<file path="src/cpuPkg.sv">
package cpuPkg;

	localparam int WORD_WIDTH = 16;
	localparam int PC_WIDTH = 8;
	localparam int MEM_DEPTH = 256;

	typedef logic [WORD_WIDTH-1:0] wordT;
	typedef logic [WORD_WIDTH-1:0] instrT;
	typedef logic [3:0] regAddrT;
	typedef logic [PC_WIDTH-1:0] pcT;
	typedef logic [$clog2(MEM_DEPTH)-1:0] memAddrT;
	typedef logic [4:0] flagsT;
	typedef logic [3:0] aluOpT;
	typedef logic [3:0] condT;

	// **************************************************
	// ALU operation codes.
	// **************************************************
	localparam aluOpT OP_ADD = 4'd0;
	localparam aluOpT OP_SUB = 4'd1;
	localparam aluOpT OP_CMP = 4'd2;
	localparam aluOpT OP_AND = 4'd3;
	localparam aluOpT OP_OR = 4'd4;
	localparam aluOpT OP_XOR = 4'd5;
	localparam aluOpT OP_NOT = 4'd6;
	localparam aluOpT OP_LSH = 4'd7;
	localparam aluOpT OP_RSH = 4'd8;
	localparam aluOpT OP_ARSH = 4'd9;
	localparam aluOpT OP_MUL = 4'd10;

	// opcode classes, upper nibble of the instruction.
	localparam logic [3:0] CLASS_REG = 4'b0000;
	localparam logic [3:0] CLASS_MEM = 4'b0100;
	localparam logic [3:0] CLASS_BCOND = 4'b1100;

	// function codes; the immediate class and the register-form extension share them.
	localparam logic [3:0] FN_AND = 4'b0001;
	localparam logic [3:0] FN_OR = 4'b0010;
	localparam logic [3:0] FN_XOR = 4'b0011;
	localparam logic [3:0] FN_ADD = 4'b0101;
	localparam logic [3:0] FN_ADDU = 4'b0110;
	localparam logic [3:0] FN_ADDC = 4'b0111;
	localparam logic [3:0] FN_SUB = 4'b1001;
	localparam logic [3:0] FN_SUBC = 4'b1010;
	localparam logic [3:0] FN_CMP = 4'b1011;
	localparam logic [3:0] FN_MUL = 4'b1110;

	localparam logic [3:0] EXT_LOAD = 4'b0000;
	localparam logic [3:0] EXT_STOR = 4'b0100;
	localparam logic [3:0] EXT_JCOND = 4'b1100;
	localparam logic [3:0] EXT_SCOND = 4'b1101;

	localparam int FLAG_C = 0;
	localparam int FLAG_L = 1;
	localparam int FLAG_F = 2;
	localparam int FLAG_Z = 3;
	localparam int FLAG_N = 4;

	localparam condT COND_EQ = 4'd0;
	localparam condT COND_NE = 4'd1;
	localparam condT COND_CS = 4'd2;
	localparam condT COND_CC = 4'd3;
	localparam condT COND_LO = 4'd4;
	localparam condT COND_HS = 4'd5;
	localparam condT COND_LT = 4'd6;
	localparam condT COND_GE = 4'd7;
	localparam condT COND_FS = 4'd8;
	localparam condT COND_FC = 4'd9;
	localparam condT COND_HI = 4'd10;
	localparam condT COND_LS = 4'd11;
	localparam condT COND_GT = 4'd12;
	localparam condT COND_LE = 4'd13;
	localparam condT COND_UC = 4'd14;
	localparam condT COND_NV = 4'd15;

	// register write data sources.
	localparam logic [1:0] WR_ALU = 2'b00;
	localparam logic [1:0] WR_MEM = 2'b01;
	localparam logic [1:0] WR_COND = 2'b10;

	typedef enum logic [3:0] {
		FETCH,
		DECODE,
		OPERAND,
		EXEC_REG,
		EXEC_IMM,
		MEM_ADDR,
		LOAD_READ,
		LOAD_WRITE,
		STORE_WRITE,
		MEM_DONE,
		SCOND_WRITE,
		BRANCH,
		JUMP
	} ctrlStateT;

endpackage

</file>
<file path="src/dataMem.sv">
`timescale 1ns/1ps

module dataMem
	import cpuPkg::*;
(
	input logic Clk,
	input logic memWe,
	input memAddrT addr,
	input wordT wrData,
	output wordT rdData
);

	wordT mem [MEM_DEPTH];

	always_ff @(posedge Clk) begin
		if (memWe) begin
			mem[addr] <= wrData;
		end
	end

	// registered read, data is valid one cycle after the address.
	always_ff @(posedge Clk) begin
		rdData <= mem[addr];
	end

endmodule

</file>
<file path="config.mk">
export PLATFORM = sky130hd
export DESIGN_NAME = dataMem
export DESIGN_NICKNAME = d
export VERILOG_FILES = /design/src/cpuPkg.sv /design/src/dataMem.sv
export SDC_FILE = /design/constraint.sdc
export NUM_CORES = 2
export LEC_CHECK = 0
export ABC_CLOCK_PERIOD_IN_PS = 3430
export CORE_UTILIZATION = 35
export CTS_BUF_LIST = sky130_fd_sc_hd__clkbuf_4
export CTS_CLUSTER_DIAMETER = 120
export CTS_CLUSTER_SIZE = 28
export DETAILED_ROUTE_END_ITERATION = 10
export DONT_BUFFER_PORTS = 1
export PLACE_DENSITY = 0.48
export SETUP_SLACK_MARGIN = 0.1
export SYNTH_ARGS = -nofsm -noshare
export SYNTH_HDL_FRONTEND = slang
export SYNTH_SLANG_ARGS = --single-unit
</file>
<file path="constraint.sdc">
create_clock -name Clk -period 3.43 [get_ports Clk]
set_input_delay 0.1715 -clock Clk [delete_from_list [all_inputs] [get_ports Clk]]
set_output_delay 0.1715 -clock Clk [all_outputs]
set_load 0.01 [all_outputs]
</file>
==> metrics <==
status finished with violations; failing checks slew limit; unrepaired setup endpoints after global routing no; Crit. End Element flop; clk_skew 150 ps; fill count 39000; Reg power frac 71.4%; CTS tree yes; internal power 60.0 mW; Final period util 95.8%; post-synthesis cell type count 22; # IOs 42; Synth Instances 6727; register bit count reported by yosys 4112; Final Critical Period 3280 ps; Worst-path clk slew 280 ps; Seq/Total Area, Yosys 79.4%; post-synth net total 6753; final hold violations 0; Max Cap Viol 0; Initial Utilization 35.2%; CTS Root Cell clkbuf_4; die height 668 um; FMAX 0.304 GHz; CP Class reg -> reg; Startpoint Class flop; P_leak 51.4 nW; DRT iter0 DRCs 9069; vias in the first global route 75100; Rows 244; vias per inst 5.59; nets@finish 7341; Worst Max-Slew Pin Slew 1590 ps; Pwr per Cell Area 449 nW/um^2; largest net degree at the start of global routing 193; share of Yosys cell area claimed by the top area cell type 79.1%; ranking of synthesized cells by area edfxtp_1, mux4_2, a22oi_1; gr usage total 20.0%; Synth Area per Inst 23.1 um^2; global-route wire length before repair 627000 um; crit path DAT 4780 ps; share of layout cells above drive strength 1 29.3%; Antenna Nets Post-Route 0; die width 668 um; # clock sinks 4112; most frequent cells in the layout edfxtp_1, mux4_2, a22oi_1, buf_4, a21oi_1; Net Sw Frac 22.9%; max-slew violations 98; layout overhead on the synthesized area 11.4%; Final Wtd Congestion 0.765; routed len/inst 34.1 um; clock network power share 21.8%; synth warn 0; CP Cell Sequence mux4_2, dlygate4sd3_1, a22oi_1, dlygate4sd3_1, buf_4, a21oi_1, o41ai_2, buf_4, nand4_1; most common cell after layout, fill and taps aside edfxtp_1; HPWL after DPL 249000 um; switching power 17.8 mW; final setup vio count 0; Crit Path Max Fanout 1; Comb pwr share 6.8%; Vias 74200; Clock Latency Late Sink 1650 ps; maximum vdd drop 272 uV; worst slack at placement -1870 ps; GRT overflow 0; Worst Hold Class in -> reg; DRT Wirelength 453000 um; CP max stage cell dlygate4sd3_1; Die ar. 447000 um^2; deepest clock path buffer count 4; initial antenna violation count 47; post-synthesis cell area 155000 um^2; largest area contributor in the netlist edfxtp_1; slowest stage delay, CP 600 ps; max_slew headroom -5.73%; PortBufs 0; DRC viols 0; Cells after DPL 12900; CTS buffer count 171; H-Tree Level Count 4; post-route insts no fill 13300; first-pass iteration count of the detailed router 5; WP data required 4920 ps; post-route setup slack 145 ps; Core ar. 442000 um^2
[power by group through the flow]
stage          Clock [mW]  Sequential, mW  Combinational [mW]
6_report             16.9            55.6                5.33
5_1_grt              19.0            55.6                5.62
4_1_cts              17.7            55.6                5.43
2_1_floorplan           0            56.5                2.38
3_5_place_dp            0            56.6                4.20
3_3_place_gp            0            56.6                4.20
[cell type report]
class                      count  area (um^2)  share of cell area, %
clock buffer                 194         1460                  0.841
antenna                       29         72.6                 0.0419
sequential                  4112       123000                   71.2
multi-input combinational   2194        30900                   17.9
tap                         5904         7390                   4.27
timing repair buffer         835         9880                   5.71
inverter                       1         3.75                0.00217
clock inverter                15          145                 0.0838
[synthesized netlist by cell type]
master	number
mux4_2	1024
or3_1	1
buf_6	25
nand2b_1	6
nor2b_1	7
buf_2	76
dfxtp_1	16
nand2_1	28
nand4_1	16
clkbuf_1	249
o41ai_1	64
nor3_1	30
or2_2	2
a22oi_1	512
a21oi_1	256
inv_1	1
and2_1	3
edfxtp_1	4096
nor2_1	232
buf_1	54
nand3_1	13
buf_4	16
[path summary, 6_finish.rpt]
check	startpoint	end	slack [ps]	depth (start not counted)
worst min register to register	mem[83][13]	rdData[13]	1040	6
worst min-delay path	addr[1]	rdData[5]	130	7
worst max-delay path	mem[146][12]	rdData[12]	150	9
worst max register to register	mem[146][12]	rdData[12]	150	9
[registers in the layout, summed over array words and instances (netlist names)]
name	cells
mem	4096
rdData	16
[critical path: cells and delay by family (launching register included)]
family	cells	cell delay [ps]
simple gates	1	110
buf+inv	4	1610
flops	1	440
mux	1	480
compound gates	3	480
[metrics by stage]
stage | utilization (%) | setup TNS [ps] | instance area [um^2] | power (mW) | hold WS, ps
finish | 39.2 | 0 | 173000 | 77.8 | 134
global placement | 38.4 | -71110 | 170000 | 60.8 | 336
detailed placement | 38.4 | -55760 | 170000 | 60.9 | 315
floorplan | - | 0 | 155000 | 58.9 | 270
global route | 39.2 | 0 | 173000 | 80.2 | 29.6
CTS | 39.2 | 0 | 173000 | 78.7 | 1.23
[kinds of logic after synthesis]
family / share of synthesized area [%]
flip-flops: 79.4
multiplexers: 14.8
AO/OA/AOI/OAI: 3.66
buffers and inverters: 1.24
AND/OR/NAND/NOR: 0.907
[per-layer routing]
layer | up-vias | GRT usage, % | wire length (um)
met3 | 383 | 2.87 | 28300
met2 | 2422 | 33.4 | 222000
li1 | 29900 | - | -
met4 | 18 | 4.40 | 11400
met1 | 41500 | 28.0 | 190000
met5 | - | 0 | 123
[repair_timing]
action,in CTS,in global routing
pin swaps,0,0
gates cloned,1,2
endpoints found under the hold margin,8208,0
hold buffers,108,0
setup endpoints to repair,3,16
setup buffers,0,0
resized for setup,2,1
Note: power is estimated with default switching activity, not from simulation.
