==> src/cpuPkg.sv <==
package cpuPkg;

	localparam int WORD_WIDTH = 16;
	localparam int PC_WIDTH = 8;
	localparam int MEM_DEPTH = 256;

	typedef logic [WORD_WIDTH-1:0] wordT;
	typedef logic [WORD_WIDTH-1:0] instrT;
	typedef logic [3:0] regAddrT;
	typedef logic [PC_WIDTH-1:0] pcT;
	typedef logic [$clog2(MEM_DEPTH)-1:0] memAddrT;
	typedef logic [4:0] flagsT;
	typedef logic [3:0] aluOpT;
	typedef logic [3:0] condT;

	// **************************************************
	// ALU operation codes.
	// **************************************************
	localparam aluOpT OP_ADD = 4'd0;
	localparam aluOpT OP_SUB = 4'd1;
	localparam aluOpT OP_CMP = 4'd2;
	localparam aluOpT OP_AND = 4'd3;
	localparam aluOpT OP_OR = 4'd4;
	localparam aluOpT OP_XOR = 4'd5;
	localparam aluOpT OP_NOT = 4'd6;
	localparam aluOpT OP_LSH = 4'd7;
	localparam aluOpT OP_RSH = 4'd8;
	localparam aluOpT OP_ARSH = 4'd9;
	localparam aluOpT OP_MUL = 4'd10;

	// opcode classes, upper nibble of the instruction.
	localparam logic [3:0] CLASS_REG = 4'b0000;
	localparam logic [3:0] CLASS_MEM = 4'b0100;
	localparam logic [3:0] CLASS_BCOND = 4'b1100;

	// function codes; the immediate class and the register-form extension share them.
	localparam logic [3:0] FN_AND = 4'b0001;
	localparam logic [3:0] FN_OR = 4'b0010;
	localparam logic [3:0] FN_XOR = 4'b0011;
	localparam logic [3:0] FN_ADD = 4'b0101;
	localparam logic [3:0] FN_ADDU = 4'b0110;
	localparam logic [3:0] FN_ADDC = 4'b0111;
	localparam logic [3:0] FN_SUB = 4'b1001;
	localparam logic [3:0] FN_SUBC = 4'b1010;
	localparam logic [3:0] FN_CMP = 4'b1011;
	localparam logic [3:0] FN_MUL = 4'b1110;

	localparam logic [3:0] EXT_LOAD = 4'b0000;
	localparam logic [3:0] EXT_STOR = 4'b0100;
	localparam logic [3:0] EXT_JCOND = 4'b1100;
	localparam logic [3:0] EXT_SCOND = 4'b1101;

	localparam int FLAG_C = 0;
	localparam int FLAG_L = 1;
	localparam int FLAG_F = 2;
	localparam int FLAG_Z = 3;
	localparam int FLAG_N = 4;

	localparam condT COND_EQ = 4'd0;
	localparam condT COND_NE = 4'd1;
	localparam condT COND_CS = 4'd2;
	localparam condT COND_CC = 4'd3;
	localparam condT COND_LO = 4'd4;
	localparam condT COND_HS = 4'd5;
	localparam condT COND_LT = 4'd6;
	localparam condT COND_GE = 4'd7;
	localparam condT COND_FS = 4'd8;
	localparam condT COND_FC = 4'd9;
	localparam condT COND_HI = 4'd10;
	localparam condT COND_LS = 4'd11;
	localparam condT COND_GT = 4'd12;
	localparam condT COND_LE = 4'd13;
	localparam condT COND_UC = 4'd14;
	localparam condT COND_NV = 4'd15;

	// register write data sources.
	localparam logic [1:0] WR_ALU = 2'b00;
	localparam logic [1:0] WR_MEM = 2'b01;
	localparam logic [1:0] WR_COND = 2'b10;

	typedef enum logic [3:0] {
		FETCH,
		DECODE,
		OPERAND,
		EXEC_REG,
		EXEC_IMM,
		MEM_ADDR,
		LOAD_READ,
		LOAD_WRITE,
		STORE_WRITE,
		MEM_DONE,
		SCOND_WRITE,
		BRANCH,
		JUMP
	} ctrlStateT;

endpackage

==> src/aluUnit.sv <==
`timescale 1ns/1ps

module aluUnit
	import cpuPkg::*;
(
	input wordT a,
	input wordT b,
	input aluOpT aluOp,
	output wordT result,
	output flagsT flags
);

	logic [WORD_WIDTH:0] sum;
	wordT diff;
	logic [3:0] shamt;

	assign sum = {1'b0, a} + {1'b0, b};
	assign diff = a - b;
	assign shamt = b[3:0];

	always_comb begin
		result = '0;
		flags = '0;
		case (aluOp)
			OP_ADD: begin
				result = sum[WORD_WIDTH-1:0];
				flags[FLAG_C] = sum[WORD_WIDTH];
				flags[FLAG_F] = (a[WORD_WIDTH-1] == b[WORD_WIDTH-1]) &&
					(sum[WORD_WIDTH-1] != a[WORD_WIDTH-1]);
			end
			OP_SUB: begin
				result = diff;
				flags[FLAG_F] = (a[WORD_WIDTH-1] != b[WORD_WIDTH-1]) &&
					(diff[WORD_WIDTH-1] != a[WORD_WIDTH-1]);
			end
			OP_CMP: begin
				result = diff;
				flags[FLAG_L] = (b < a);
				flags[FLAG_N] = ($signed(b) < $signed(a));
			end
			OP_AND: result = a & b;
			OP_OR: result = a | b;
			OP_XOR: result = a ^ b;
			OP_NOT: result = ~a;
			OP_LSH: result = a << shamt;
			OP_RSH: result = a >> shamt;
			OP_ARSH: result = $signed(a) >>> shamt;
			OP_MUL: result = a * b;
			default: result = '0;
		endcase

		// compare sets Z from equality, everything else from a zero result.
		if (aluOp == OP_CMP) begin
			flags[FLAG_Z] = (a == b);
		end else begin
			flags[FLAG_Z] = (result == '0);
		end
	end

endmodule

==> config.mk <==
export PLATFORM = sky130hd
export DESIGN_NAME = aluUnit
export DESIGN_NICKNAME = d
export VERILOG_FILES = /design/src/cpuPkg.sv /design/src/aluUnit.sv
export SDC_FILE = /design/constraint.sdc
export NUM_CORES = 1
export LEC_CHECK = 0
export BUFFER_PORTS_ARGS = -buffer_cell sky130_fd_sc_hd__clkbuf_2
export CAP_MARGIN = 25
export CORE_MARGIN = 3
export CORE_UTILIZATION = 45
export DETAILED_ROUTE_END_ITERATION = 10
export PLACE_DENSITY_LB_ADDON = 0.05
export SYNTH_ARGS = -nofsm -noshare
export SYNTH_HDL_FRONTEND = slang
export SYNTH_SLANG_ARGS = --single-unit
==> constraint.sdc <==
create_clock -name vclk -period 17.45
set_input_delay 2.6175 -clock vclk [all_inputs]
set_output_delay 2.6175 -clock vclk [all_outputs]
set_load 0.1 [all_outputs]
==> metrics.md <==
| Metric | Value |
|---|---|
| Status | complete, no violations |
| DR iter-0 viols | about 920 |
| Vias per Instance | about 6.2 |
| # hold bufs at CTS | 0 |
| FF+latch count | 0 |
| Max Slew Vio Count | 0 |
| Setup crit end kind | primary output |
| DRC Markers | 0 |
| CP Launch Type | input port |
| Clock buf count | 0 |
| Slowest stage delay, CP | 0.54 ns |
| Synth warn | 0 |
| Die Wd | 142 um |
| Mapped Area | ~0.0083 sq mm |
| CP Data Arrival Time | around 9.6 ns |
| Critical Path Fanout Max | 33 |
| Worst hold path class | input port to primary output |
| CP delay by family, top | adder cells |
| Die Area | 0.0201 sq mm |
| Initial Utilization | a little under half |
| Port buffer count | 57 |
| RSZ-0062 raised after global routing | false |
| Final period demand of the worst path | 12.24 ns |
| Cell variety after synth | 70 |
| Post-cts resize count | 0 |
| Max frequency | between 0.08 and 0.09 GHz |
| Routed WL | approximately 34000 um |
| Period utilization | a little over two thirds |
| Post-Syn Nets | ~1300 |
| Setup Total Neg Slack | 0 ns |
| Least-Margin Pin Slew | 1.02 ns |
| Number of global-route vias before repair | 8125 |
| Mapped Cells | around 1100 |
| GP Congestion | 1.06 |
| Antenna-violating nets left | 0 |
| P per Cell Area | between 100 and 150 mW/mm^2 |
| DRT Pass-1 Iters | 6 |
| Core area | between 0.015 and 0.02 sq mm |
| Max-cap violations | 0 |
| Row count | 49 |
| Tot Pwr | roughly 0.99 mW |
| DR vias | ~8400 |
| Area Overhead vs Synth | 4.44% |
| Syn Area/Cell | around 7.5 sq um |
| CP Data Required Time | approximately 15 ns |
| Storage cell area | 0 sq um |
| Setup CP Type | input port to primary output |
| Slew headroom | 31.4% |
| Crit path buf inv count | 9 |
| IO Count | 57 |
| Routed wire per std cell | 25.1 um |
| Die Y | approximately 140 um |
| Fin. Hold Viols | 0 |
| Setup violators final | 0 |
| Diode count | 0 |
| First-pass GRT wire length | ~50000 um |
| Post-CTS Setup Inserts | 0 |
| Worst vdd ir | 0.000100 V |
| Pleak | 4.22 nW |
| Share of cells above drive strength 1 | under 10% |
| Total Routing Usage GR | between 30% and 40% |
| Layout Nets | ~1300 |
| Seq/Total Area, Yosys | 0% |
| Dpl hpwl | approximately 27000 um |
| Slowest-stage cell, CP | fa_1 |
| Initial antenna violation count | 0 |
| Core Util, Final | 48.1% |
| Largest net degree at the start of global routing | 46 |
| Grt total ovfl | 0 |
[where the power goes]
part,leakage (nW),total (mW),switching (mW),internal (mW)
registers,0,0,0,0
logic,4.22,0.989,0.636,0.353
clock network,0,0,0,0
[kinds of logic after synthesis]
logic type / count (synthesis) / synth area share (%)
fa+ha+maj: 195 / 36.7
xor+xnor: 49 / 5.17
compound gates: 268 / 22.3
buf+inv: 225 / 10.8
mux: 41 / 7.56
simple gates: 331 / 17.4
[layout make-up]
class,count,area [sq um]
timing repair buffer,68,368
inverter,163,612
multi-input combinational,884,7410
tap,229,287
fill,1889,9350
[synthesized netlist by cell type (all sizes together) (12+ instances only)]
| cell type | number | area, sq um |
|---|---|---|
| a211oi | 14 | 105 |
| a21o | 15 | 113 |
| a21oi | 59 | 295 |
| a22oi | 14 | 105 |
| buf | 35 | 184 |
| clkbuf | 27 | 101 |
| fa | 81 | 1620 |
| ha | 114 | 1430 |
| inv | 160 | 601 |
| mux2i | 20 | 200 |
| mux4 | 17 | 383 |
| nand2 | 119 | 447 |
| nand3 | 12 | 60.1 |
| nor2 | 126 | 478 |
| nor2b | 15 | 93.8 |
| nor3 | 14 | 70.1 |
| o211ai | 13 | 97.6 |
| o21ai | 39 | 199 |
| o21bai | 16 | 120 |
| xnor2 | 40 | 350 |
[cells in the final DEF (no fill, tap or decap), types with 12 or more instances in the layout]
cell | synthesis | routed
clkbuf_2 | 0 | 57
a211oi_1 | 14 | 14
o211ai_1 | 13 | 13
mux4_2 | 17 | 17
a21o_1 | 15 | 15
inv_1 | 157 | 157
a22oi_1 | 14 | 14
mux2i_1 | 20 | 20
ha_1 | 114 | 114
xnor2_1 | 40 | 40
nand2_1 | 119 | 119
o21bai_1 | 16 | 16
a21oi_1 | 59 | 59
nor2b_1 | 15 | 15
o21ai_0 | 37 | 37
nor3_1 | 14 | 14
nand3_1 | 12 | 12
nor2_1 | 124 | 124
fa_1 | 81 | 81
[stage by stage]
stage / hold WS, ns / area, sq um / instances / worst slack [ns]
6_report: 6.15 / 8670 / 1344 / 5.21
5_1_grt: 6.18 / 8670 / 1344 / 4.89
4_1_cts: 6.14 / 8670 / 1344 / 5.26
3_5_place_dp: 6.14 / 8670 / 1344 / 5.26
3_3_place_gp: 6.14 / 8670 / 1344 / 5.32
2_1_floorplan: 5.70 / 8310 / 1109 / 3.77
[path summary, 6_finish.rpt]
path	cells past startpoint	endpoint	start
setup / recovery	26	flags[3]	b[1]
hold / removal	5	flags[1]	b[15]
[layer usage]
layer / track usage (%) / part of all wire [%] / vias up / routed length [um]
met4: 12.1 / 4.5 / 0 / 1520
met5: 0 / 0 / - / 0
met1: 45.1 / 41 / 4102 / 13900
li1: - / - / 3801 / -
met2: 52.7 / 45 / 413 / 15300
met3: 5.86 / 8.8 / 78 / 2950
Power figures use the tool's default switching activity.
