[src/cpuPkg.sv]
package cpuPkg;

	localparam int WORD_WIDTH = 16;
	localparam int PC_WIDTH = 8;
	localparam int MEM_DEPTH = 256;

	typedef logic [WORD_WIDTH-1:0] wordT;
	typedef logic [WORD_WIDTH-1:0] instrT;
	typedef logic [3:0] regAddrT;
	typedef logic [PC_WIDTH-1:0] pcT;
	typedef logic [$clog2(MEM_DEPTH)-1:0] memAddrT;
	typedef logic [4:0] flagsT;
	typedef logic [3:0] aluOpT;
	typedef logic [3:0] condT;

	// **************************************************
	// ALU operation codes.
	// **************************************************
	localparam aluOpT OP_ADD = 4'd0;
	localparam aluOpT OP_SUB = 4'd1;
	localparam aluOpT OP_CMP = 4'd2;
	localparam aluOpT OP_AND = 4'd3;
	localparam aluOpT OP_OR = 4'd4;
	localparam aluOpT OP_XOR = 4'd5;
	localparam aluOpT OP_NOT = 4'd6;
	localparam aluOpT OP_LSH = 4'd7;
	localparam aluOpT OP_RSH = 4'd8;
	localparam aluOpT OP_ARSH = 4'd9;
	localparam aluOpT OP_MUL = 4'd10;

	// opcode classes, upper nibble of the instruction.
	localparam logic [3:0] CLASS_REG = 4'b0000;
	localparam logic [3:0] CLASS_MEM = 4'b0100;
	localparam logic [3:0] CLASS_BCOND = 4'b1100;

	// function codes; the immediate class and the register-form extension share them.
	localparam logic [3:0] FN_AND = 4'b0001;
	localparam logic [3:0] FN_OR = 4'b0010;
	localparam logic [3:0] FN_XOR = 4'b0011;
	localparam logic [3:0] FN_ADD = 4'b0101;
	localparam logic [3:0] FN_ADDU = 4'b0110;
	localparam logic [3:0] FN_ADDC = 4'b0111;
	localparam logic [3:0] FN_SUB = 4'b1001;
	localparam logic [3:0] FN_SUBC = 4'b1010;
	localparam logic [3:0] FN_CMP = 4'b1011;
	localparam logic [3:0] FN_MUL = 4'b1110;

	localparam logic [3:0] EXT_LOAD = 4'b0000;
	localparam logic [3:0] EXT_STOR = 4'b0100;
	localparam logic [3:0] EXT_JCOND = 4'b1100;
	localparam logic [3:0] EXT_SCOND = 4'b1101;

	localparam int FLAG_C = 0;
	localparam int FLAG_L = 1;
	localparam int FLAG_F = 2;
	localparam int FLAG_Z = 3;
	localparam int FLAG_N = 4;

	localparam condT COND_EQ = 4'd0;
	localparam condT COND_NE = 4'd1;
	localparam condT COND_CS = 4'd2;
	localparam condT COND_CC = 4'd3;
	localparam condT COND_LO = 4'd4;
	localparam condT COND_HS = 4'd5;
	localparam condT COND_LT = 4'd6;
	localparam condT COND_GE = 4'd7;
	localparam condT COND_FS = 4'd8;
	localparam condT COND_FC = 4'd9;
	localparam condT COND_HI = 4'd10;
	localparam condT COND_LS = 4'd11;
	localparam condT COND_GT = 4'd12;
	localparam condT COND_LE = 4'd13;
	localparam condT COND_UC = 4'd14;
	localparam condT COND_NV = 4'd15;

	// register write data sources.
	localparam logic [1:0] WR_ALU = 2'b00;
	localparam logic [1:0] WR_MEM = 2'b01;
	localparam logic [1:0] WR_COND = 2'b10;

	typedef enum logic [3:0] {
		FETCH,
		DECODE,
		OPERAND,
		EXEC_REG,
		EXEC_IMM,
		MEM_ADDR,
		LOAD_READ,
		LOAD_WRITE,
		STORE_WRITE,
		MEM_DONE,
		SCOND_WRITE,
		BRANCH,
		JUMP
	} ctrlStateT;

endpackage

[src/regFile.sv]
`timescale 1ns/1ps

module regFile
	import cpuPkg::*;
(
	input logic Clk,
	input logic rst,
	input regAddrT rdAddrA,
	input regAddrT rdAddrB,
	output wordT rdDataA,
	output wordT rdDataB,
	input logic regWe,
	input regAddrT wrAddr,
	input wordT wrData
);

	wordT regs [16];

	always_ff @(posedge Clk) begin
		if (rst) begin
			for (int i = 0; i < 16; i++) begin
				regs[i] <= '0;
			end
		end else if (regWe) begin
			regs[wrAddr] <= wrData;
		end
	end

	// reads are combinational; a write shows up on the next cycle.
	assign rdDataA = regs[rdAddrA];
	assign rdDataB = regs[rdAddrB];

endmodule

[config.mk]
export PLATFORM = sky130hd
export DESIGN_NAME = regFile
export DESIGN_NICKNAME = d
export VERILOG_FILES = /design/src/cpuPkg.sv /design/src/regFile.sv
export SDC_FILE = /design/constraint.sdc
export NUM_CORES = 1
export LEC_CHECK = 0
export BUFFER_PORTS_ARGS = -buffer_cell sky130_fd_sc_hd__buf_4
export CAP_MARGIN = 25
export CORE_UTILIZATION = 45
export DETAILED_ROUTE_END_ITERATION = 8
export SLEW_MARGIN = 20
export SYNTH_ARGS = -nofsm -noshare
export SYNTH_HDL_FRONTEND = slang
export SYNTH_SLANG_ARGS = --single-unit
[constraint.sdc]
create_clock -name Clk -period 6.45 [get_ports Clk]
set_clock_uncertainty 0.2 [all_clocks]
set_input_delay 1.29 -clock Clk [delete_from_list [all_inputs] [get_ports Clk]]
set_output_delay 1.29 -clock Clk [all_outputs]
set_load 0.01 [all_outputs]
==> summary.txt, run 1 <==
Row Count: 62
largest net degree at the start of global routing: 65
clk slew on worst S/H paths: 0.06 ns
critical path endpoint category: output pin
Die Height: 175 um
Yosys warnings: 0
Top Registers: regs x256
Detailed Place HPWL: 23.1 mm
final RePlAce weighted congestion: 0.852
filler cell count: 2426
Fin. Hold Viols: 0
Overflow after GRT: 0
layout cells sized above 1: 31.8%
gr usage total: 25.4%
n_diodes: 0
# setup viols final: 0
largest register by flop count: regs
post-CTS sizing: 0
Adder-Cell Fraction of Synth Area: 0%
Iter 0 DRT Violations: 787
register area share after synthesis: 57.3%
Non-Filler Instances: 1295
number of port buffers: 62
Synth Area in Compound Gates: 3.58%
post-synthesis mux area share: 21.5%
syn avg cell area: 15.6 um^2
Syn Inst Count: 859
worst-margin pin slew: 1.06 ns
Hold Buf Count CTS: 0
io pins: 63
P_leak: 5.28 nW
clock root cell: clkbuf_16
worst path arrival time: 3.40 ns
Hold Path Origin: wrData[8]
PD cells: 269 nW/um^2
Chip Width: 175 um
max FFs per register: 256
Fmax: 0.204 GHz
Seq cells post-synth: 256
H-tree lvl count: 1
minimum clock period: 4.89 ns
VDD IR max: 0.152 mV
drt total wl: 37.7 mm
setup repair after global routing missed its margin: no
critical path peak fanout: 35
mapped cell area: 13400 um^2
DRC: 0
CTS max path bufs: 3
period utilisation layout: 75.8%
antenna violations before repair: 0
WHS Endpoint: regs[3][8]$_SDFFCE_PN0P_
CTS tree: yes
Distinct cells, synth: 22
vias per inst: 6.22
die area: 30500 um^2
Core ar.: 29000 um^2
setup tns final: 0 ns
Min Hold Slack: 0.951 ns
WP data required: 4.96 ns
total CTS buffers: 29
setup slack after layout: 1.56 ns
status: complete, no violations
max-slew violations: 0
clock sinks: 256
setup bufs post-CTS: 0
layout overhead on the synthesized area: 12.8%
dpl ws: 1.48 ns
total iterations of the first detailed-routing run: 5
Synthesized Nets: 890
post-route ant nets: 0
global-route wire length before repair: 55.6 mm
Hold Path Class: input pin to flip-flop
final net count: 928
Worst Hold Depth: 2
type of origin of the critical path: input pin
Setup CP Type: input pin to output pin
Post-Place Cells: 1250
xor/xnor share of the synthesized area: 0%
wire length per cell: 29.1 um
initial core utilization: 46.2%
max_slew headroom: 29.4%
largest family of logic cells by synthesized area: multiplexers
Post-Synth Simple-Gate Area: 15.3%
detailed-route via count: 8061
max cap viols: 0
vias in the first global route: 8498
-- synthesized netlist by cell type --
| cell type | instances | area [um^2] |
|---|---|---|
| and2_1 | 242 | 1510 |
| nor2_4 | 1 | 11.3 |
| buf_2 | 14 | 70.1 |
| and2_2 | 16 | 120 |
| a22oi_1 | 64 | 480 |
| nand2_1 | 33 | 124 |
| edfxtp_1 | 256 | 7690 |
| nand4b_1 | 1 | 8.76 |
| nand2b_1 | 2 | 12.5 |
| nor2_1 | 11 | 41.3 |
| buf_1 | 4 | 15.0 |
| or4b_4 | 1 | 13.8 |
| or2_2 | 16 | 100 |
| clkbuf_1 | 55 | 206 |
| nor3_1 | 1 | 5.00 |
| clkbuf_2 | 3 | 15.0 |
| nor2b_1 | 4 | 25.0 |
| nor3_4 | 1 | 16.3 |
| mux4_2 | 128 | 2880 |
| nor2_2 | 2 | 12.5 |
| nor3_2 | 2 | 20.0 |
| nand4bb_2 | 2 | 32.5 |
-- critical path, stage by stage --
cell and delay [ns]:
buf_4 0.52, buf_12 0.38, mux4_2 0.55, a22oi_1 0.35, nand2_1 0.13, buf_4 0.16
-- final cells by class --
type	count	area, um^2	share of cell area (%)
Sequential cell	256	7690	50.8
Multi-Input combinational cell	527	5430	35.8
Clock buffer	30	729	4.82
Timing Repair Buffer	83	648	4.28
Tap cell	384	480	3.17
Clock inverter	15	166	1.10
-- worst max path at each step --
stage | from | to | slack, ns | cells past startpoint
after floorplan | rdAddrA[0] | rdDataA[10] | 2.35 | 5
after global placement | rdAddrA[0] | rdDataA[4] | 1.50 | 6
after detailed placement | rdAddrB[0] | rdDataB[5] | 1.48 | 6
after CTS | rdAddrB[0] | rdDataB[5] | 1.48 | 6
after global routing | rdAddrA[0] | rdDataA[4] | 1.39 | 6
final | rdAddrB[0] | rdDataB[5] | 1.56 | 6
-- metal layers --
metal / vias to the layer above / global-route usage [%] / share of wire [%]
li1: 3392 / - / -
met1: 4233 / 34.2 / 41
met2: 362 / 41.7 / 49
met3: 74 / 4.18 / 7.2
met4: 0 / 9.35 / 3.6
met5: - / 0 / 0
-- where the power goes --
part	switching, mW	internal [mW]	total (mW)
Combinational	0.259	0.221	0.479
Clock	0.651	0.961	1.61
Sequential	0.0475	1.93	1.98
-- cells in the final DEF, fill, tap and decap left out --
master       n
nand2b_1     2
a22oi_1     64
clkinv_1     7
clkbuf_16   29
buf_12       2
or2_2       16
bufinv_16    4
nand4bb_2    2
nor3_4       1
and2_2      16
mux4_2     128
buf_4       81
nor2_2       2
clkinv_2     4
nor2_1      11
edfxtp_1   256
nand2_1     33
nor2_4       1
nor3_2       3
nand4b_1     1
and2_1     242
or4b_4       1
clkbuf_1     1
nor2b_1      4
-- metrics by stage --
step	total power, mW	area, um^2	utilization (%)
2_1_floorplan	2.28	13400	-
3_3_place_gp	2.47	14200	49.1
3_5_place_dp	2.49	14200	49.1
4_1_cts	4.08	15100	52.2
5_1_grt	4.18	15100	52.2
6_report	4.07	15100	52.2
-- cell families after synthesis --
kind of cell / Yosys count
compound gates: 64
buf+inv: 76
mux: 128
simple gates: 335
flops: 256
No activity file was read; power rests on OpenSTA's default activity.
==> run 2, diff against run 1 <==
==> constraint.sdc (replaced) <==
create_clock -name Clk -period 4.7 [get_ports Clk]
set_clock_uncertainty 0.2 [all_clocks]
set_input_delay 0.94 -clock Clk [delete_from_list [all_inputs] [get_ports Clk]]
set_output_delay 0.94 -clock Clk [all_outputs]
set_load 0.01 [all_outputs]
==> run 2 against run 1 <==
Against the previous run:
- via count is 0.74% higher
- critical endpoint is now rdDataB[12]
- setup slack worse by 0.85 ns
- largest cell class unchanged
- sequential cell count stayed put
- largest power group unchanged
- highest routed layer unchanged
- count of clock-buffer cells in the layout is 4 higher
==> summary.txt, run 2 (synthesis results as in run 1) <==
status: complete, no violations
Iter 0 DRT Violations: 695
post-CTS sizing: 0
n_diodes: 0
largest net degree at the start of global routing: 35
post-route ant nets: 0
Top Registers: regs x256
max-slew violations: 0
Setup CP Type: input pin to output pin
Non-Filler Instances: 1311
most common cell after layout, fill and taps aside: edfxtp_1
number of port buffers: 62
WP data required: 3.56 ns
Fmax: 0.251 GHz
worst path arrival time: 2.85 ns
Row Count: 62
layout overhead on the synthesized area: 13.1%
critical path endpoint category: output pin
clock root cell: clkbuf_16
layout cells sized above 1: 32.4%
setup repair after global routing missed its margin: no
Die Height: 175 um
Detailed Place HPWL: 24.0 mm
VDD IR max: 0.258 mV
Hold Path Class: input pin to flip-flop
initial core utilization: 46.2%
Post-Place Cells: 1263
total CTS buffers: 29
die area: 30500 um^2
Chip Width: 175 um
vias in the first global route: 8722
# setup viols final: 0
vias per inst: 6.19
CTS max path bufs: 3
total iterations of the first detailed-routing run: 5
PD cells: 357 nW/um^2
setup bufs post-CTS: 0
wire length per cell: 28.4 um
antenna violations before repair: 0
DRC: 0
Core ar.: 29000 um^2
setup tns final: 0 ns
clk slew on worst S/H paths: 0.05 ns
Hold Buf Count CTS: 0
H-tree lvl count: 1
final RePlAce weighted congestion: 0.836
worst-margin pin slew: 1.01 ns
Util after Layout: 52.3%
max FFs per register: 256
final net count: 941
type of origin of the critical path: input pin
max_slew headroom: 32.8%
clock sinks: 256
Overflow after GRT: 0
period utilisation layout: 84.9%
max cap viols: 0
critical path peak fanout: 17
largest register by flop count: regs
most frequent cells in the layout: edfxtp_1 (256), and2_1 (242), mux4_2 (128)
CTS tree: yes
gr usage total: 25.1%
P_leak: 5.31 nW
detailed-route via count: 8121
io pins: 63
drt total wl: 37.3 mm
minimum clock period: 3.99 ns
global-route wire length before repair: 55.5 mm
Fin. Hold Viols: 0
## run 2: cell count changes in the layout (fill, tap and decap cells not counted)
| cell | previous run | this run |
|---|---|---|
| clkinv_2 | 4 | 3 |
| buf_4 | 81 | 94 |
| clkinv_1 | 7 | 9 |
| clkbuf_1 | 1 | 5 |
| inv_6 | 0 | 1 |
| bufinv_16 | 4 | 1 |
## run 2: per-stage QoR
step           power (mW)  worst slack [ns]  hold WS (ns)  cell area, um^2
2_1_floorplan        3.13              1.30         0.938            13400
3_3_place_gp         3.39             0.714          1.14            14300
3_5_place_dp         3.42             0.685          1.15            14300
4_1_cts              5.45             0.679         0.581            15200
5_1_grt              5.59             0.584         0.586            15200
6_report             5.41             0.712         0.600            15200
## run 2: worst paths after layout
check	cells past startpoint	endpoint	startpoint	slack [ns]
max	6	rdDataB[12]	rdAddrB[0]	0.71
min	2	regs[13][13]$_SDFFCE_PN0P_	wrData[13]	0.60
## run 2: worst max-delay path, stage by stage
cell,delay (ns)
buf_4,0.32
buf_4,0.39
mux4_2,0.55
a22oi_1,0.30
nand2_1,0.16
buf_4,0.17
## run 2: final cells by class
class	instances	area (um^2)
clock buffer	34	744
clock inverter	14	87.6
fill	2387	13800
multi-input combinational	527	5430
sequential	256	7690
tap	384	480
timing repair buffer	96	746
## run 2: layer usage
layer / global-route usage (%) / share of wire (%) / vias up
li1: - / - / 3422
met1: 33.1 / 39 / 4230
met2: 43.1 / 51 / 399
met3: 3.05 / 7.3 / 70
met4: 8.62 / 2.7 / 0
met5: 0 / 0 / -
## run 2: report_power, final
part	leakage [nW]	total, mW	switching [mW]	internal (mW)
registers	2.44	2.71	0.0680	2.65
clock network	0.408	2.04	0.870	1.17
logic	2.46	0.659	0.352	0.307
==> run 3, diff against run 2 <==
==> constraint.sdc (replaced) <==
create_clock -name Clk -period 3.4 [get_ports Clk]
set_clock_uncertainty 0.2 [all_clocks]
set_input_delay 0.68 -clock Clk [delete_from_list [all_inputs] [get_ports Clk]]
set_output_delay 0.68 -clock Clk [all_outputs]
set_load 0.01 [all_outputs]
==> run 3 against run 2 <==
Against the previous run:
- routed wire length increased by 2.2%
- sequential power rose by 38%
- clock power up 51%
- utilization grew 0.76 points
- final cell count increased by 0.46%
- via count grew 0.49%
- sequential share of layout area is 0.73 points lower
- setup slack worse by 0.54 ns
- combinational power grew 43%
- largest power group unchanged
- highest routed layer unchanged
==> summary.txt, run 3 (synthesis results as in run 1) <==
max FFs per register: 256
largest net degree at the start of global routing: 33
period utilisation layout: 94.9%
wire length per cell: 28.9 um
GR peak layer: met2
io pins: 63
GR Util met1: 34.5%
max_slew headroom: 30.5%
max cap viols: 0
M3 GR Usage: 4.42%
total CTS buffers: 29
status: complete, no violations
filler cell count: 2375
Core ar.: 29000 um^2
gr usage total: 25.7%
Die Height: 175 um
clk slew on worst S/H paths: 0.06 ns
critical path peak fanout: 19
minimum clock period: 3.23 ns
global-route wire length before repair: 56.2 mm
most frequent cells in the layout: edfxtp_1 (256), and2_1 (242), mux4_2 (128)
initial core utilization: 46.2%
final net count: 946
Chip Width: 175 um
number of port buffers: 62
Hold Buf Count CTS: 0
setup tns final: 0 ns
Fin. Hold Viols: 0
Overflow after GRT: 0
drt total wl: 38.1 mm
max-slew violations: 0
vias in the first global route: 8642
clock sinks: 256
Hold Path Class: input pin to flip-flop
CTS max path bufs: 3
Fmax: 0.310 GHz
DRC: 0
Iter 0 DRT Violations: 895
VDD IR max: 0.405 mV
H-tree lvl count: 1
CTS tree: yes
type of origin of the critical path: input pin
final RePlAce weighted congestion: 0.859
largest register by flop count: regs
area of the multi-input gates: 5430 um^2
Util after Layout: 53.1%
setup bufs post-CTS: 0
Setup CP Type: input pin to output pin
Row Count: 62
PD cells: 505 nW/um^2
layout cells sized above 1: 33.4%
worst-margin pin slew: 1.04 ns
detailed-route via count: 8161
critical path endpoint category: output pin
total power: 7.78 mW
post-route ant nets: 0
setup repair after global routing missed its margin: no
total iterations of the first detailed-routing run: 5
clock root cell: clkbuf_16
P_leak: 5.41 nW
worst path arrival time: 2.35 ns
Non-Filler Instances: 1317
register area: 7690 um^2
Post-Place Cells: 1267
antenna violations before repair: 0
layout overhead on the synthesized area: 14.7%
post-CTS sizing: 0
die area: 30500 um^2
Top Registers: regs x256
most common cell after layout, fill and taps aside: edfxtp_1
# setup viols final: 0
WP data required: 2.52 ns
Min Hold Slack: 0.348 ns
vias per inst: 6.20
Detailed Place HPWL: 24.0 mm
n_diodes: 0
Global Route met2 Usage: 42.3%
[run 3: report_power, final]
part | internal (mW) | total (mW) | leakage, nW | switching [mW]
Combinational | 0.439 | 0.940 | 2.52 | 0.501
Clock | 1.85 | 3.09 | 0.449 | 1.24
Sequential | 3.66 | 3.75 | 2.44 | 0.0890
[run 3: layout make-up]
type / count / share of cell area (%)
clock inverter: 16 / 1.17
sequential: 256 / 49.9
multi-input combinational: 527 / 35.2
clock buffer: 33 / 4.81
timing repair buffer: 101 / 5.71
tap: 384 / 3.12
[run 3: metal layers]
metal / share of wire, % / vias to the layer above
met5: 0 / -
met4: 3.4 / 0
met3: 7.2 / 74
met2: 49 / 391
met1: 40 / 4270
li1: - / 3426
[run 3: final timing paths]
kind | from | to | slack [ns] | depth (start not counted)
setup / recovery | rdAddrB[0] | rdDataB[15] | 0.17 | 6
hold / removal | wrData[1] | regs[4][1]$_SDFFCE_PN0P_ | 0.35 | 2
[run 3: critical path: stages]
cell	delay [ns]
buf_4	0.13
buf_12	0.20
mux4_2	0.53
a22oi_1	0.47
nand2_1	0.14
buf_4	0.17
[run 3: through the flow]
stage / area, um^2 / worst slack (ns)
after floorplan: 13400 / 0.518
after global placement: 14500 / 0.186
after detailed placement: 14500 / 0.200
after CTS: 15400 / 0.200
after global routing: 15400 / 0.120
final: 15400 / 0.173
