### src/cpuPkg.sv
package cpuPkg;

	localparam int WORD_WIDTH = 16;
	localparam int PC_WIDTH = 8;
	localparam int MEM_DEPTH = 256;

	typedef logic [WORD_WIDTH-1:0] wordT;
	typedef logic [WORD_WIDTH-1:0] instrT;
	typedef logic [3:0] regAddrT;
	typedef logic [PC_WIDTH-1:0] pcT;
	typedef logic [$clog2(MEM_DEPTH)-1:0] memAddrT;
	typedef logic [4:0] flagsT;
	typedef logic [3:0] aluOpT;
	typedef logic [3:0] condT;

	// **************************************************
	// ALU operation codes.
	// **************************************************
	localparam aluOpT OP_ADD = 4'd0;
	localparam aluOpT OP_SUB = 4'd1;
	localparam aluOpT OP_CMP = 4'd2;
	localparam aluOpT OP_AND = 4'd3;
	localparam aluOpT OP_OR = 4'd4;
	localparam aluOpT OP_XOR = 4'd5;
	localparam aluOpT OP_NOT = 4'd6;
	localparam aluOpT OP_LSH = 4'd7;
	localparam aluOpT OP_RSH = 4'd8;
	localparam aluOpT OP_ARSH = 4'd9;
	localparam aluOpT OP_MUL = 4'd10;

	// opcode classes, upper nibble of the instruction.
	localparam logic [3:0] CLASS_REG = 4'b0000;
	localparam logic [3:0] CLASS_MEM = 4'b0100;
	localparam logic [3:0] CLASS_BCOND = 4'b1100;

	// function codes; the immediate class and the register-form extension share them.
	localparam logic [3:0] FN_AND = 4'b0001;
	localparam logic [3:0] FN_OR = 4'b0010;
	localparam logic [3:0] FN_XOR = 4'b0011;
	localparam logic [3:0] FN_ADD = 4'b0101;
	localparam logic [3:0] FN_ADDU = 4'b0110;
	localparam logic [3:0] FN_ADDC = 4'b0111;
	localparam logic [3:0] FN_SUB = 4'b1001;
	localparam logic [3:0] FN_SUBC = 4'b1010;
	localparam logic [3:0] FN_CMP = 4'b1011;
	localparam logic [3:0] FN_MUL = 4'b1110;

	localparam logic [3:0] EXT_LOAD = 4'b0000;
	localparam logic [3:0] EXT_STOR = 4'b0100;
	localparam logic [3:0] EXT_JCOND = 4'b1100;
	localparam logic [3:0] EXT_SCOND = 4'b1101;

	localparam int FLAG_C = 0;
	localparam int FLAG_L = 1;
	localparam int FLAG_F = 2;
	localparam int FLAG_Z = 3;
	localparam int FLAG_N = 4;

	localparam condT COND_EQ = 4'd0;
	localparam condT COND_NE = 4'd1;
	localparam condT COND_CS = 4'd2;
	localparam condT COND_CC = 4'd3;
	localparam condT COND_LO = 4'd4;
	localparam condT COND_HS = 4'd5;
	localparam condT COND_LT = 4'd6;
	localparam condT COND_GE = 4'd7;
	localparam condT COND_FS = 4'd8;
	localparam condT COND_FC = 4'd9;
	localparam condT COND_HI = 4'd10;
	localparam condT COND_LS = 4'd11;
	localparam condT COND_GT = 4'd12;
	localparam condT COND_LE = 4'd13;
	localparam condT COND_UC = 4'd14;
	localparam condT COND_NV = 4'd15;

	// register write data sources.
	localparam logic [1:0] WR_ALU = 2'b00;
	localparam logic [1:0] WR_MEM = 2'b01;
	localparam logic [1:0] WR_COND = 2'b10;

	typedef enum logic [3:0] {
		FETCH,
		DECODE,
		OPERAND,
		EXEC_REG,
		EXEC_IMM,
		MEM_ADDR,
		LOAD_READ,
		LOAD_WRITE,
		STORE_WRITE,
		MEM_DONE,
		SCOND_WRITE,
		BRANCH,
		JUMP
	} ctrlStateT;

endpackage

### src/cpuControl.sv
`timescale 1ns/1ps

module cpuControl
	import cpuPkg::*;
(
	input logic Clk,
	input logic rst,
	input instrT curInstr,
	input flagsT aluFlags,
	output logic instrLoad,
	output logic pcInc,
	output logic pcBranch,
	output logic pcJump,
	output regAddrT rdAddrA,
	output regAddrT rdAddrB,
	output logic regWe,
	output regAddrT wrAddr,
	output logic [1:0] wrSel,
	output aluOpT aluOp,
	output logic immSel,
	output logic immSigned,
	output wordT imm,
	output logic memWe,
	output logic condBit
);

	ctrlStateT state;
	ctrlStateT nextState;
	flagsT savedFlags;
	logic [3:0] opClass;
	logic [3:0] opExt;
	logic [3:0] fnCode;
	condT condField;
	logic regFnKnown;
	logic immFnKnown;
	logic aluExec;

	assign opClass = curInstr[15:12];
	assign opExt = curInstr[7:4];
	assign fnCode = (opClass == CLASS_REG) ? opExt : opClass;
	assign aluExec = (state == EXEC_REG) || (state == EXEC_IMM);

	always_ff @(posedge Clk) begin
		if (rst) begin
			state <= FETCH;
			savedFlags <= '0;
		end else begin
			state <= nextState;
			if (aluExec) begin
				savedFlags <= aluFlags;
			end
		end
	end

	// register-form extensions with no ALU meaning; anything else defaults to LSH.
	always_comb begin
		case (opExt)
			4'b0000, 4'b1000, 4'b1100, 4'b1101, 4'b1111: regFnKnown = 1'b0;
			default: regFnKnown = 1'b1;
		endcase
	end

	always_comb begin
		case (opClass)
			FN_AND, FN_OR, FN_XOR, FN_ADD, FN_ADDU,
			FN_ADDC, FN_SUB, FN_SUBC, FN_CMP, FN_MUL: immFnKnown = 1'b1;
			default: immFnKnown = 1'b0;
		endcase
	end

	// **************************************************
	// Sequencer.
	// **************************************************
	always_comb begin
		nextState = FETCH;
		case (state)
			FETCH: nextState = DECODE;
			DECODE: begin
				if (opClass == CLASS_REG) begin
					nextState = regFnKnown ? OPERAND : FETCH;
				end else if (immFnKnown) begin
					nextState = OPERAND;
				end else if (opClass == CLASS_MEM) begin
					case (opExt)
						EXT_LOAD, EXT_STOR: nextState = MEM_ADDR;
						EXT_SCOND: nextState = SCOND_WRITE;
						EXT_JCOND: nextState = JUMP;
						default: nextState = FETCH;
					endcase
				end else if (opClass == CLASS_BCOND) begin
					nextState = BRANCH;
				end
			end
			OPERAND: nextState = (opClass == CLASS_REG) ? EXEC_REG : EXEC_IMM;
			MEM_ADDR: nextState = (opExt == EXT_LOAD) ? LOAD_READ : STORE_WRITE;
			LOAD_READ: nextState = LOAD_WRITE;
			LOAD_WRITE: nextState = MEM_DONE;
			STORE_WRITE: nextState = MEM_DONE;
			default: nextState = FETCH;
		endcase
	end

	// carry-in is not modelled, so ADDC and SUBC behave as ADD and SUB.
	always_comb begin
		case (fnCode)
			FN_ADD, FN_ADDU, FN_ADDC: aluOp = OP_ADD;
			FN_SUB, FN_SUBC: aluOp = OP_SUB;
			FN_CMP: aluOp = OP_CMP;
			FN_AND: aluOp = OP_AND;
			FN_OR: aluOp = OP_OR;
			FN_XOR: aluOp = OP_XOR;
			FN_MUL: aluOp = OP_MUL;
			default: aluOp = OP_LSH;
		endcase
	end

	// **************************************************
	// Condition decoder.
	// **************************************************
	assign condField = (opClass == CLASS_MEM && opExt == EXT_SCOND) ?
		curInstr[3:0] : curInstr[11:8];

	always_comb begin
		case (condField)
			COND_EQ: condBit = savedFlags[FLAG_Z];
			COND_NE: condBit = !savedFlags[FLAG_Z];
			COND_CS: condBit = savedFlags[FLAG_C];
			COND_CC: condBit = !savedFlags[FLAG_C];
			COND_LO: condBit = savedFlags[FLAG_L];
			COND_HS: condBit = !savedFlags[FLAG_L];
			COND_LT: condBit = savedFlags[FLAG_N];
			COND_GE: condBit = !savedFlags[FLAG_N];
			COND_FS: condBit = savedFlags[FLAG_F];
			COND_FC: condBit = !savedFlags[FLAG_F];
			COND_HI: condBit = !(savedFlags[FLAG_L] || savedFlags[FLAG_Z]);
			COND_LS: condBit = savedFlags[FLAG_L] || savedFlags[FLAG_Z];
			COND_GT: condBit = !(savedFlags[FLAG_N] || savedFlags[FLAG_Z]);
			COND_LE: condBit = savedFlags[FLAG_N] || savedFlags[FLAG_Z];
			COND_UC: condBit = 1'b1;
			COND_NV: condBit = 1'b0;
			default: condBit = 1'b0;
		endcase
	end

	assign instrLoad = (state == DECODE);
	assign pcInc = (state == FETCH);
	assign pcBranch = (state == BRANCH) && condBit;
	assign pcJump = (state == JUMP) && condBit;

	// port A carries Rdest, or the jump target register in JUMP.
	assign rdAddrA = (state == JUMP) ? curInstr[3:0] : curInstr[11:8];
	assign rdAddrB = curInstr[3:0];
	assign wrAddr = curInstr[11:8];

	// CMP only updates the flags.
	assign regWe = (aluExec && fnCode != FN_CMP) || (state == LOAD_WRITE) ||
		(state == SCOND_WRITE);

	always_comb begin
		case (state)
			LOAD_WRITE: wrSel = WR_MEM;
			SCOND_WRITE: wrSel = WR_COND;
			default: wrSel = WR_ALU;
		endcase
	end

	assign immSel = (state == EXEC_IMM);
	assign immSigned = (opClass != FN_ADDU);
	assign imm = wordT'(curInstr[7:0]);
	assign memWe = (state == STORE_WRITE);

endmodule

### config.mk
export PLATFORM = sky130hd
export DESIGN_NAME = cpuControl
export DESIGN_NICKNAME = d
export VERILOG_FILES = /design/src/cpuPkg.sv /design/src/cpuControl.sv
export SDC_FILE = /design/constraint.sdc
export NUM_CORES = 1
export LEC_CHECK = 0
export BUFFER_PORTS_ARGS = -buffer_cell sky130_fd_sc_hd__clkbuf_2
export CELL_PAD_IN_SITES_DETAIL_PLACEMENT = 0
export CELL_PAD_IN_SITES_GLOBAL_PLACEMENT = 1
export CORE_ASPECT_RATIO = 1.5
export CORE_MARGIN = 5
export CORE_UTILIZATION = 34
export CTS_CLUSTER_SIZE = 12
export DETAILED_ROUTE_END_ITERATION = 7
export PLACE_DENSITY = 0.93
export SYNTH_ARGS = -nofsm -noshare
export SYNTH_HDL_FRONTEND = slang
export SYNTH_SLANG_ARGS = --single-unit
### constraint.sdc
create_clock -name Clk -period 7.85 [get_ports Clk]
set_input_delay 1.57 -clock Clk [delete_from_list [all_inputs] [get_ports Clk]]
set_output_delay 1.57 -clock Clk [all_outputs]
set_load 0.02 [all_outputs]
==> results.cfg, run 1 <==
[run_status]
status = completed

[routing]
post_drt_wl_per_cell_um = 12.8
vias = 1307
wl_met2_mm = 1.59
drtPass1Iterations = 4
route.met3.wl_um = 268
drt-total-wl_mm = 3.27
drtAntennaViolNets = 0
drt_iter0_drc = 47
drc = 0
dr.max_layer_used = met4
wl_met1_mm = 1.33
vias_per_cell = 5.11

[setup_path]
startpoint_type = primary input
worstPathArrival_ps = 3980
cp-end-kind = output pin
crit_buf_inv = 2
cp_top_family = simple AND/OR/NAND/NOR gates
worst_ep_required_time_ps = 6280
crit_type = in2out
path_cells = clkbuf_2 > or4b_1 > nor2_8 > mux2_1 > o31ai_2 > xor2_1 > a221oi_2 > nor4_1 > clkbuf_2
cpMostUsedCell = clkbuf_2
max_stage_delay_ps = 720
cp_max_fo = 9
slowest_stage = or4b_1

[yosys]
ys.warnings.count = 0
synthCells = 175
avgSynthCellArea_um2 = 7.40
synth_top_area_cell = dfxtp_1
ys_async_sr_fraction_pct = 0
ys_types = 45
synth_top_area_share_pct = 13.9
ys_seq_area_share_pct = 13.9
synth_ff_type = dfxtp_1
synth-seq-cells = 9
synth_area_leaders = dfxtp_1, buf_4, mux2i_1
syn_area_um2 = 1290
synth_edf_count = 0

[clock_network]
htreeDepth = 1
postCtsResizedCells = 0
clkLatencyLatePin_ps = 230
cts.clk_slew.worst_paths_ps = 40
cts.sinks = 9
root_buffer = clkbuf_8
postCtsSetupBuffers = 0
numCtsBuffers = 3
ctsHoldBuffers = 0
cts_tree = done
clk_path_buf_depth = 2

[finish]
final_common_cell = clkbuf_2
finalNonFillerCells = 256
final_layout_size_suffix_gt1_share_pct = 35.2
final_area_um2 = 1500
final_cell_mix = clkbuf_2, nor2_1, nand2_1, nor3_1
diodes = 0
finalNetCount = 241
syn_to_final_growth_pct = 15.5

[sta]
setup_tns_ps = 0
setup_violations = 0
rsz0062_at_grt = no
worstMarginPinSlew_ps = 871
fmax_ghz = 0.180
setup_ws_ps = 2300
period_share_pct = 70.7
fin_worst_skew_ps = 1.71
relSlewSlack_pct = 41.4
finalCriticalPeriod_ps = 5550
maxSlewViolCount = 0
hold_viol = 0

[placement]
placedCellCount = 252
pre_cts_ws_ps = 2300
hpwl_mm = 2.77
place.gp.congestion = 0.800
portBuffers = 57
dpl-instance-area_um2 = 1450

[pwr]
power_density_nw_per_um2 = 132
switchingPower_uw = 80.4
p_total_uw = 198
irDropWorstVdd_mv = 0.0673
swShare_pct = 40.7
clkPwrFrac_pct = 26.2
p_seq_share_pct = 29.1
power_frac_comb_pct = 44.7
power.internal_uw = 117
leakagePower_uw = 0.000707

[die]
start_util_pct = 35.2
fp.coreArea_um2 = 3680
io_pins = 66
die_area_um2 = 5170
die_h_um = 85.6
die_w_um = 60.4
num_rows = 27

[global_routing]
grt_pass1_wl_mm = 5.33
grt_max_degree = 12
grt_pass1_vias = 1228
grt_antenna_before_repair = 0
overflow = 0
grt_usage_pct = 13.1

[worst_hold_path]
hp-class = reg2reg

[flow_run]
max_cap_violations = 0
[sequential cells by signal, summed over array words and instances (netlist names)]
signal / cells
savedFlags: 5
state: 4
[stage by stage]
stage	util, %	hold WS [ps]
6_report	40.6	510
5_1_grt	40.6	569
4_1_cts	40.6	513
3_5_place_dp	39.4	488
3_3_place_gp	39.4	485
2_1_floorplan	-	461
[cell type report]
class / count / area [um2]
Tap cell: 43 / 53.8
Clock buffer: 4 / 45.0
Sequential cell: 9 / 180
Inverter: 6 / 22.5
Multi-Input combinational cell: 137 / 908
Fill cell: 400 / 2190
Timing Repair Buffer: 57 / 285
[Yosys cell counts, drive strengths merged, types with 2 or more instances]
master / n
buf: 25
nor2: 22
nand2: 14
nor3: 11
a21oi: 9
dfxtp: 9
mux2i: 9
mux2: 7
inv: 6
o21ai: 6
clkbuf: 5
nor3b: 5
ha: 4
nand2b: 4
nand3: 4
nor4: 4
a21boi: 3
o31ai: 3
a21o: 2
o311a: 2
or2: 2
xor2: 2
[final timing paths]
kind | startpoint | end | slack [ps] | cells after the start
max | curInstr[15] | pcBranch | 2300 | 9
min | savedFlags[2] | savedFlags[2] | 510 | 2
max reg2reg | state[1] | savedFlags[2] | 5870 | 5
min reg2reg | savedFlags[2] | savedFlags[2] | 510 | 2
[kinds of logic after synthesis]
kind of cell | share of synthesized area [%]
xor gates and xnor gates | 1.35
and+or+nand+nor | 30.2
muxes | 13.3
other | 0.290
DFF | 13.9
AOI/OAI and AO/OA | 19.0
adders and majority gates | 3.86
buffers and inverters | 18.0
[layer usage]
layer | GRT usage [%] | up-vias
li1 | - | 669
met1 | 15.0 | 581
met2 | 23.1 | 53
met3 | 1.20 | 4
met4 | 6.45 | 0
met5 | 0 | -
[worst reg2reg max path: stages, from the launching register on]
cell	delay [ps]
dfxtp_1	520
nand2_1	150
or2_2	290
a21oi_1	590
mux2i_1	270
nor2_1	50
[power by group through the flow]
stage / Combinational (uW) / Clock [uW] / Sequential (uW)
4_1_cts: 89.7 / 53.2 / 57.2
6_report: 88.4 / 51.9 / 57.5
5_1_grt: 99.7 / 55.7 / 58.4
2_1_floorplan: 73.9 / 0 / 52.2
3_3_place_gp: 88.6 / 0 / 58.1
3_5_place_dp: 89.3 / 0 / 58.1
Note: power is estimated with default switching activity, not from simulation.
==> run 2: changes to the inputs <==
--- a/config.mk
+++ b/config.mk
@@ -10,10 +10,10 @@
 export CELL_PAD_IN_SITES_GLOBAL_PLACEMENT = 1
 export CORE_ASPECT_RATIO = 1.5
 export CORE_MARGIN = 5
-export CORE_UTILIZATION = 34
+export CORE_UTILIZATION = 28
 export CTS_CLUSTER_SIZE = 12
 export DETAILED_ROUTE_END_ITERATION = 7
-export PLACE_DENSITY = 0.93
+export PLACE_DENSITY = 0.82
 export SYNTH_ARGS = -nofsm -noshare
 export SYNTH_HDL_FRONTEND = slang
 export SYNTH_SLANG_ARGS = --single-unit
==> constraint.sdc (replaced) <==
create_clock -name Clk -period 4.5 [get_ports Clk]
set_input_delay 0.9 -clock Clk [delete_from_list [all_inputs] [get_ports Clk]]
set_output_delay 0.9 -clock Clk [all_outputs]
set_load 0.02 [all_outputs]
==> run 2 against run 1 <==
Compared with the run above: clock power up 76%; critical path type unchanged; non-clock buffer count rose by 1; count of clock-buffer cells in the layout did not move; core utilization down 7.1 points; via count increased by 0.69%; final cell count rose by 2.3%; flip-flop and latch count is the same; worst setup slack got worse by 2000 ps; clock skew decreased by 1.0 ps.
==> results.cfg, run 2 (synthesized netlist as in run 1, its figures left out) <==
[sta]
finalCriticalPeriod_ps = 4240
worstMarginPinSlew_ps = 734
relSlewSlack_pct = 51.0
setup_violations = 0
fin_worst_skew_ps = 0.678
rsz0062_at_grt = no
hold_viol = 0
fmax_ghz = 0.236
maxSlewViolCount = 0
period_share_pct = 94.2
setup_tns_ps = 0

[global_routing]
grt_pass1_vias = 1227
grt_antenna_before_repair = 0
overflow = 0
grt_usage_pct = 11.4
grt_max_degree = 12
grt_pass1_wl_mm = 5.59

[placement]
portBuffers = 57
place.gp.congestion = 0.840
dpl-instance-area_um2 = 1460
hpwl_mm = 2.88

[routing]
drtAntennaViolNets = 0
vias = 1316
drtPass1Iterations = 4
drt-total-wl_mm = 3.45
drc = 0
vias_per_cell = 5.02
post_drt_wl_per_cell_um = 13.2
drt_iter0_drc = 65

[setup_path]
path_cells = clkbuf_2 > or4b_1 > nor2_8 > mux2_1 > o31ai_2 > xor2_1 > a221oi_2 > nor4_1 > clkbuf_2
crit_type = in2out
startpoint_type = primary input
cp-end-kind = output pin
cp_max_fo = 9
worstPathArrival_ps = 3340
cp_top_family = simple AND/OR/NAND/NOR gates
slowest_stage = or4b_1
cpMostUsedCell = clkbuf_2
worst_ep_required_time_ps = 3600
crit_buf_inv = 2
max_stage_delay_ps = 720

[finish]
final_area_um2 = 1510
regMostFlops = savedFlags
final_common_cell = clkbuf_2
syn_to_final_growth_pct = 16.5
final_cell_mix = clkbuf_2, nor2_1, nand2_1, nor3_1
largest_register_ffs = 5
register_area_um2 = 180
final_layout_size_suffix_gt1_share_pct = 35.5
diodes = 0
utilization_pct = 33.5
fill_cells = 499
multi_input_area_um2 = 908
top_regs = savedFlags: 5 flops, state: 4 flops
finalNetCount = 242

[clock_network]
htreeDepth = 1
numCtsBuffers = 3
postCtsSetupBuffers = 0
clk_path_buf_depth = 2
cts.sinks = 9
root_buffer = clkbuf_8
cts.clk_slew.worst_paths_ps = 40
clkLatencyLatePin_ps = 230
ctsHoldBuffers = 0
postCtsResizedCells = 0
cts_tree = done

[pwr]
leakagePower_uw = 0.000712
p_total_uw = 348
irDropWorstVdd_mv = 0.123
power_density_nw_per_um2 = 231

[flow_run]
max_cap_violations = 0

[die]
io_pins = 66
die_area_um2 = 6110
die_w_um = 65.5
num_rows = 30
fp.coreArea_um2 = 4500
start_util_pct = 28.8
die_h_um = 93.3

[run_status]
status = completed

[worst_hold_path]
hp-class = reg2reg
## run 2: metrics by stage
stage / hold WS [ps] / setup slack, ps / instances
after detailed placement: 540 / 254 / 258
after global placement: 533 / 308 / 258
after CTS: 549 / 248 / 262
after floorplan: 461 / 355 / 182
after global routing: 600 / 47.2 / 262
final: 543 / 262 / 262
## run 2: layout make-up
type                            count  area share (%)
Multi-Input combinational cell    137            60.2
Timing Repair Buffer               58            19.4
Inverter                            6            1.49
Sequential cell                     9            11.9
Tap cell                           48            3.98
Clock buffer                        4            2.99
## run 2: report_power, final
group | switching (uW) | internal, uW
Combinational | 99.9 | 56.1
Sequential | 13.4 | 87.3
Clock | 29.9 | 61.5
Total | 143 | 205
## run 2: worst register-to-register path: cells and delay by family (launching register included)
family	cells	cell delay, ps
buffers and inverters	1	160
AOI/OAI and AO/OA	2	250
DFF	1	470
and+or+nand+nor	3	1120
## run 2: final timing paths
path | startpoint | end | slack, ps | depth (start not counted)
min | savedFlags[4] | savedFlags[4] | 540 | 2
max reg2reg | state[0] | state[2] | 2430 | 6
max | curInstr[15] | pcBranch | 260 | 9
min reg2reg | savedFlags[4] | savedFlags[4] | 540 | 2
## run 2: routing by layer
layer | global-route usage [%] | share of wire (%)
met1 | 13.0 | 40
met2 | 19.8 | 49
met3 | 2.76 | 8.2
met4 | 5.19 | 2.6
met5 | 0 | 0
==> run 3: changes to the inputs <==
--- a/config.mk
+++ b/config.mk
@@ -5,7 +5,7 @@
 export SDC_FILE = /design/constraint.sdc
 export NUM_CORES = 1
 export LEC_CHECK = 0
-export BUFFER_PORTS_ARGS = -buffer_cell sky130_fd_sc_hd__clkbuf_2
+export BUFFER_PORTS_ARGS = -buffer_cell sky130_fd_sc_hd__buf_2
 export CELL_PAD_IN_SITES_DETAIL_PLACEMENT = 0
 export CELL_PAD_IN_SITES_GLOBAL_PLACEMENT = 1
 export CORE_ASPECT_RATIO = 1.5
==> run 3 against run 2 <==
Compared with the run above: register-to-register slack gained 80 ps; global-route usage shrank 0.73 points; sequential power is essentially flat; power shrank 0.39%; count of clock-buffer cells in the layout is the same; clock power is essentially flat; largest power group unchanged; cell area is the same; final cell count is the same; non-clock buffer count is the same; critical endpoint is now pcJump; first-iteration DRC count shrank 20%.
==> results.cfg, run 3 (synthesized netlist as in run 1, its figures left out) <==
[routing]
drt-total-wl_mm = 3.37
drtPass1Iterations = 4
drtAntennaViolNets = 0
vias_per_cell = 4.98
post_drt_wl_per_cell_um = 12.9
drc = 0
vias = 1304
drt_iter0_drc = 52

[sta]
setup_ws_ps = 316
relSlewSlack_pct = 51.5
setup_violations = 0
fmax_ghz = 0.239
finalCriticalPeriod_ps = 4180
hold_ws_ps = 546
worstMarginPinSlew_ps = 727
hold_viol = 0
fin_worst_skew_ps = 1.06
period_share_pct = 93.0
rsz0062_at_grt = no
maxSlewViolCount = 0
setup_tns_ps = 0

[finish]
final_layout_size_suffix_gt1_share_pct = 35.5
regMostFlops = savedFlags
top_regs = savedFlags: 5 flops, state: 4 flops
final_cell_mix = buf_2, nor2_1, nand2_1, nor3_1
finalNetCount = 242
final_common_cell = buf_2
diodes = 0
final_area_um2 = 1510
syn_to_final_growth_pct = 16.5
largest_register_ffs = 5

[global_routing]
grt_pass1_wl_mm = 5.24
grt_antenna_before_repair = 0
grt_max_degree = 12
grt_usage_pct = 10.7
grt_pass1_vias = 1187
overflow = 0

[die]
io_pins = 66
die_area_um2 = 6110
start_util_pct = 28.8
die_h_um = 93.3
fp.coreArea_um2 = 4500
num_rows = 30
die_w_um = 65.5

[pwr]
leakagePower_uw = 0.000708
p_total_uw = 347
irDropWorstVdd_mv = 0.106
power_density_nw_per_um2 = 230

[setup_path]
crit_type = in2out
worst_ep_required_time_ps = 3600
startpoint_type = primary input
cp-end-kind = output pin
cp_max_fo = 9
worstPathArrival_ps = 3280

[clock_network]
postCtsSetupBuffers = 0
cts_tree = done
clkLatencyLatePin_ps = 230
htreeDepth = 1
cts.sinks = 9
root_buffer = clkbuf_8
numCtsBuffers = 3
cts.clk_slew.worst_paths_ps = 40
postCtsResizedCells = 0
ctsHoldBuffers = 0
clk_path_buf_depth = 2

[worst_hold_path]
hp-class = reg2reg

[placement]
portBuffers = 57
hpwl_mm = 2.83
pre_cts_ws_ps = 314
place.gp.congestion = 0.837
dpl-instance-area_um2 = 1460

[run_status]
status = completed

[flow_run]
max_cap_violations = 0
==> run 3: layout make-up <==
cell class | instances | area [um2]
Sequential cell | 9 | 180
Multi-Input combinational cell | 137 | 908
Fill cell | 513 | 3000
Clock buffer | 4 | 45.0
Timing Repair Buffer | 58 | 293
Inverter | 6 | 22.5
Tap cell | 48 | 60.1
==> run 3: routing by layer <==
layer	vias to the layer above	GRT usage, %	share of wire (%)
li1	667	-	-
met1	579	12.3	39
met2	58	20.3	52
met3	0	2.16	8.7
met4	0	1.56	0
met5	-	0	0
==> run 3: worst paths after layout <==
kind | depth (start not counted) | to | start | slack (ps)
worst min-delay path | 2 | savedFlags[4] | savedFlags[4] | 550
worst min register to register | 2 | savedFlags[4] | savedFlags[4] | 550
worst max-delay path | 9 | pcJump | curInstr[15] | 320
worst max register to register | 5 | savedFlags[2] | state[1] | 2510
==> run 3: critical path, cell delays in order <==
cell	delay, ps
buf_2	130
or4b_1	720
nor2_8	230
mux2_1	350
o31ai_2	260
xor2_1	110
a221oi_2	320
nor3b_1	90
buf_2	170
==> run 3: metrics by stage <==
step,utilization (%),cells
after floorplan,-,182
after global placement,32.5,258
after detailed placement,32.5,258
after CTS,33.5,262
after global routing,33.5,262
final,33.5,262
==> run 3: power breakdown <==
group | switching, uW | total, uW | internal, uW
combinational | 98.1 | 155 | 56.7
sequential | 13.1 | 100 | 87.3
clock | 29.9 | 91.5 | 61.6
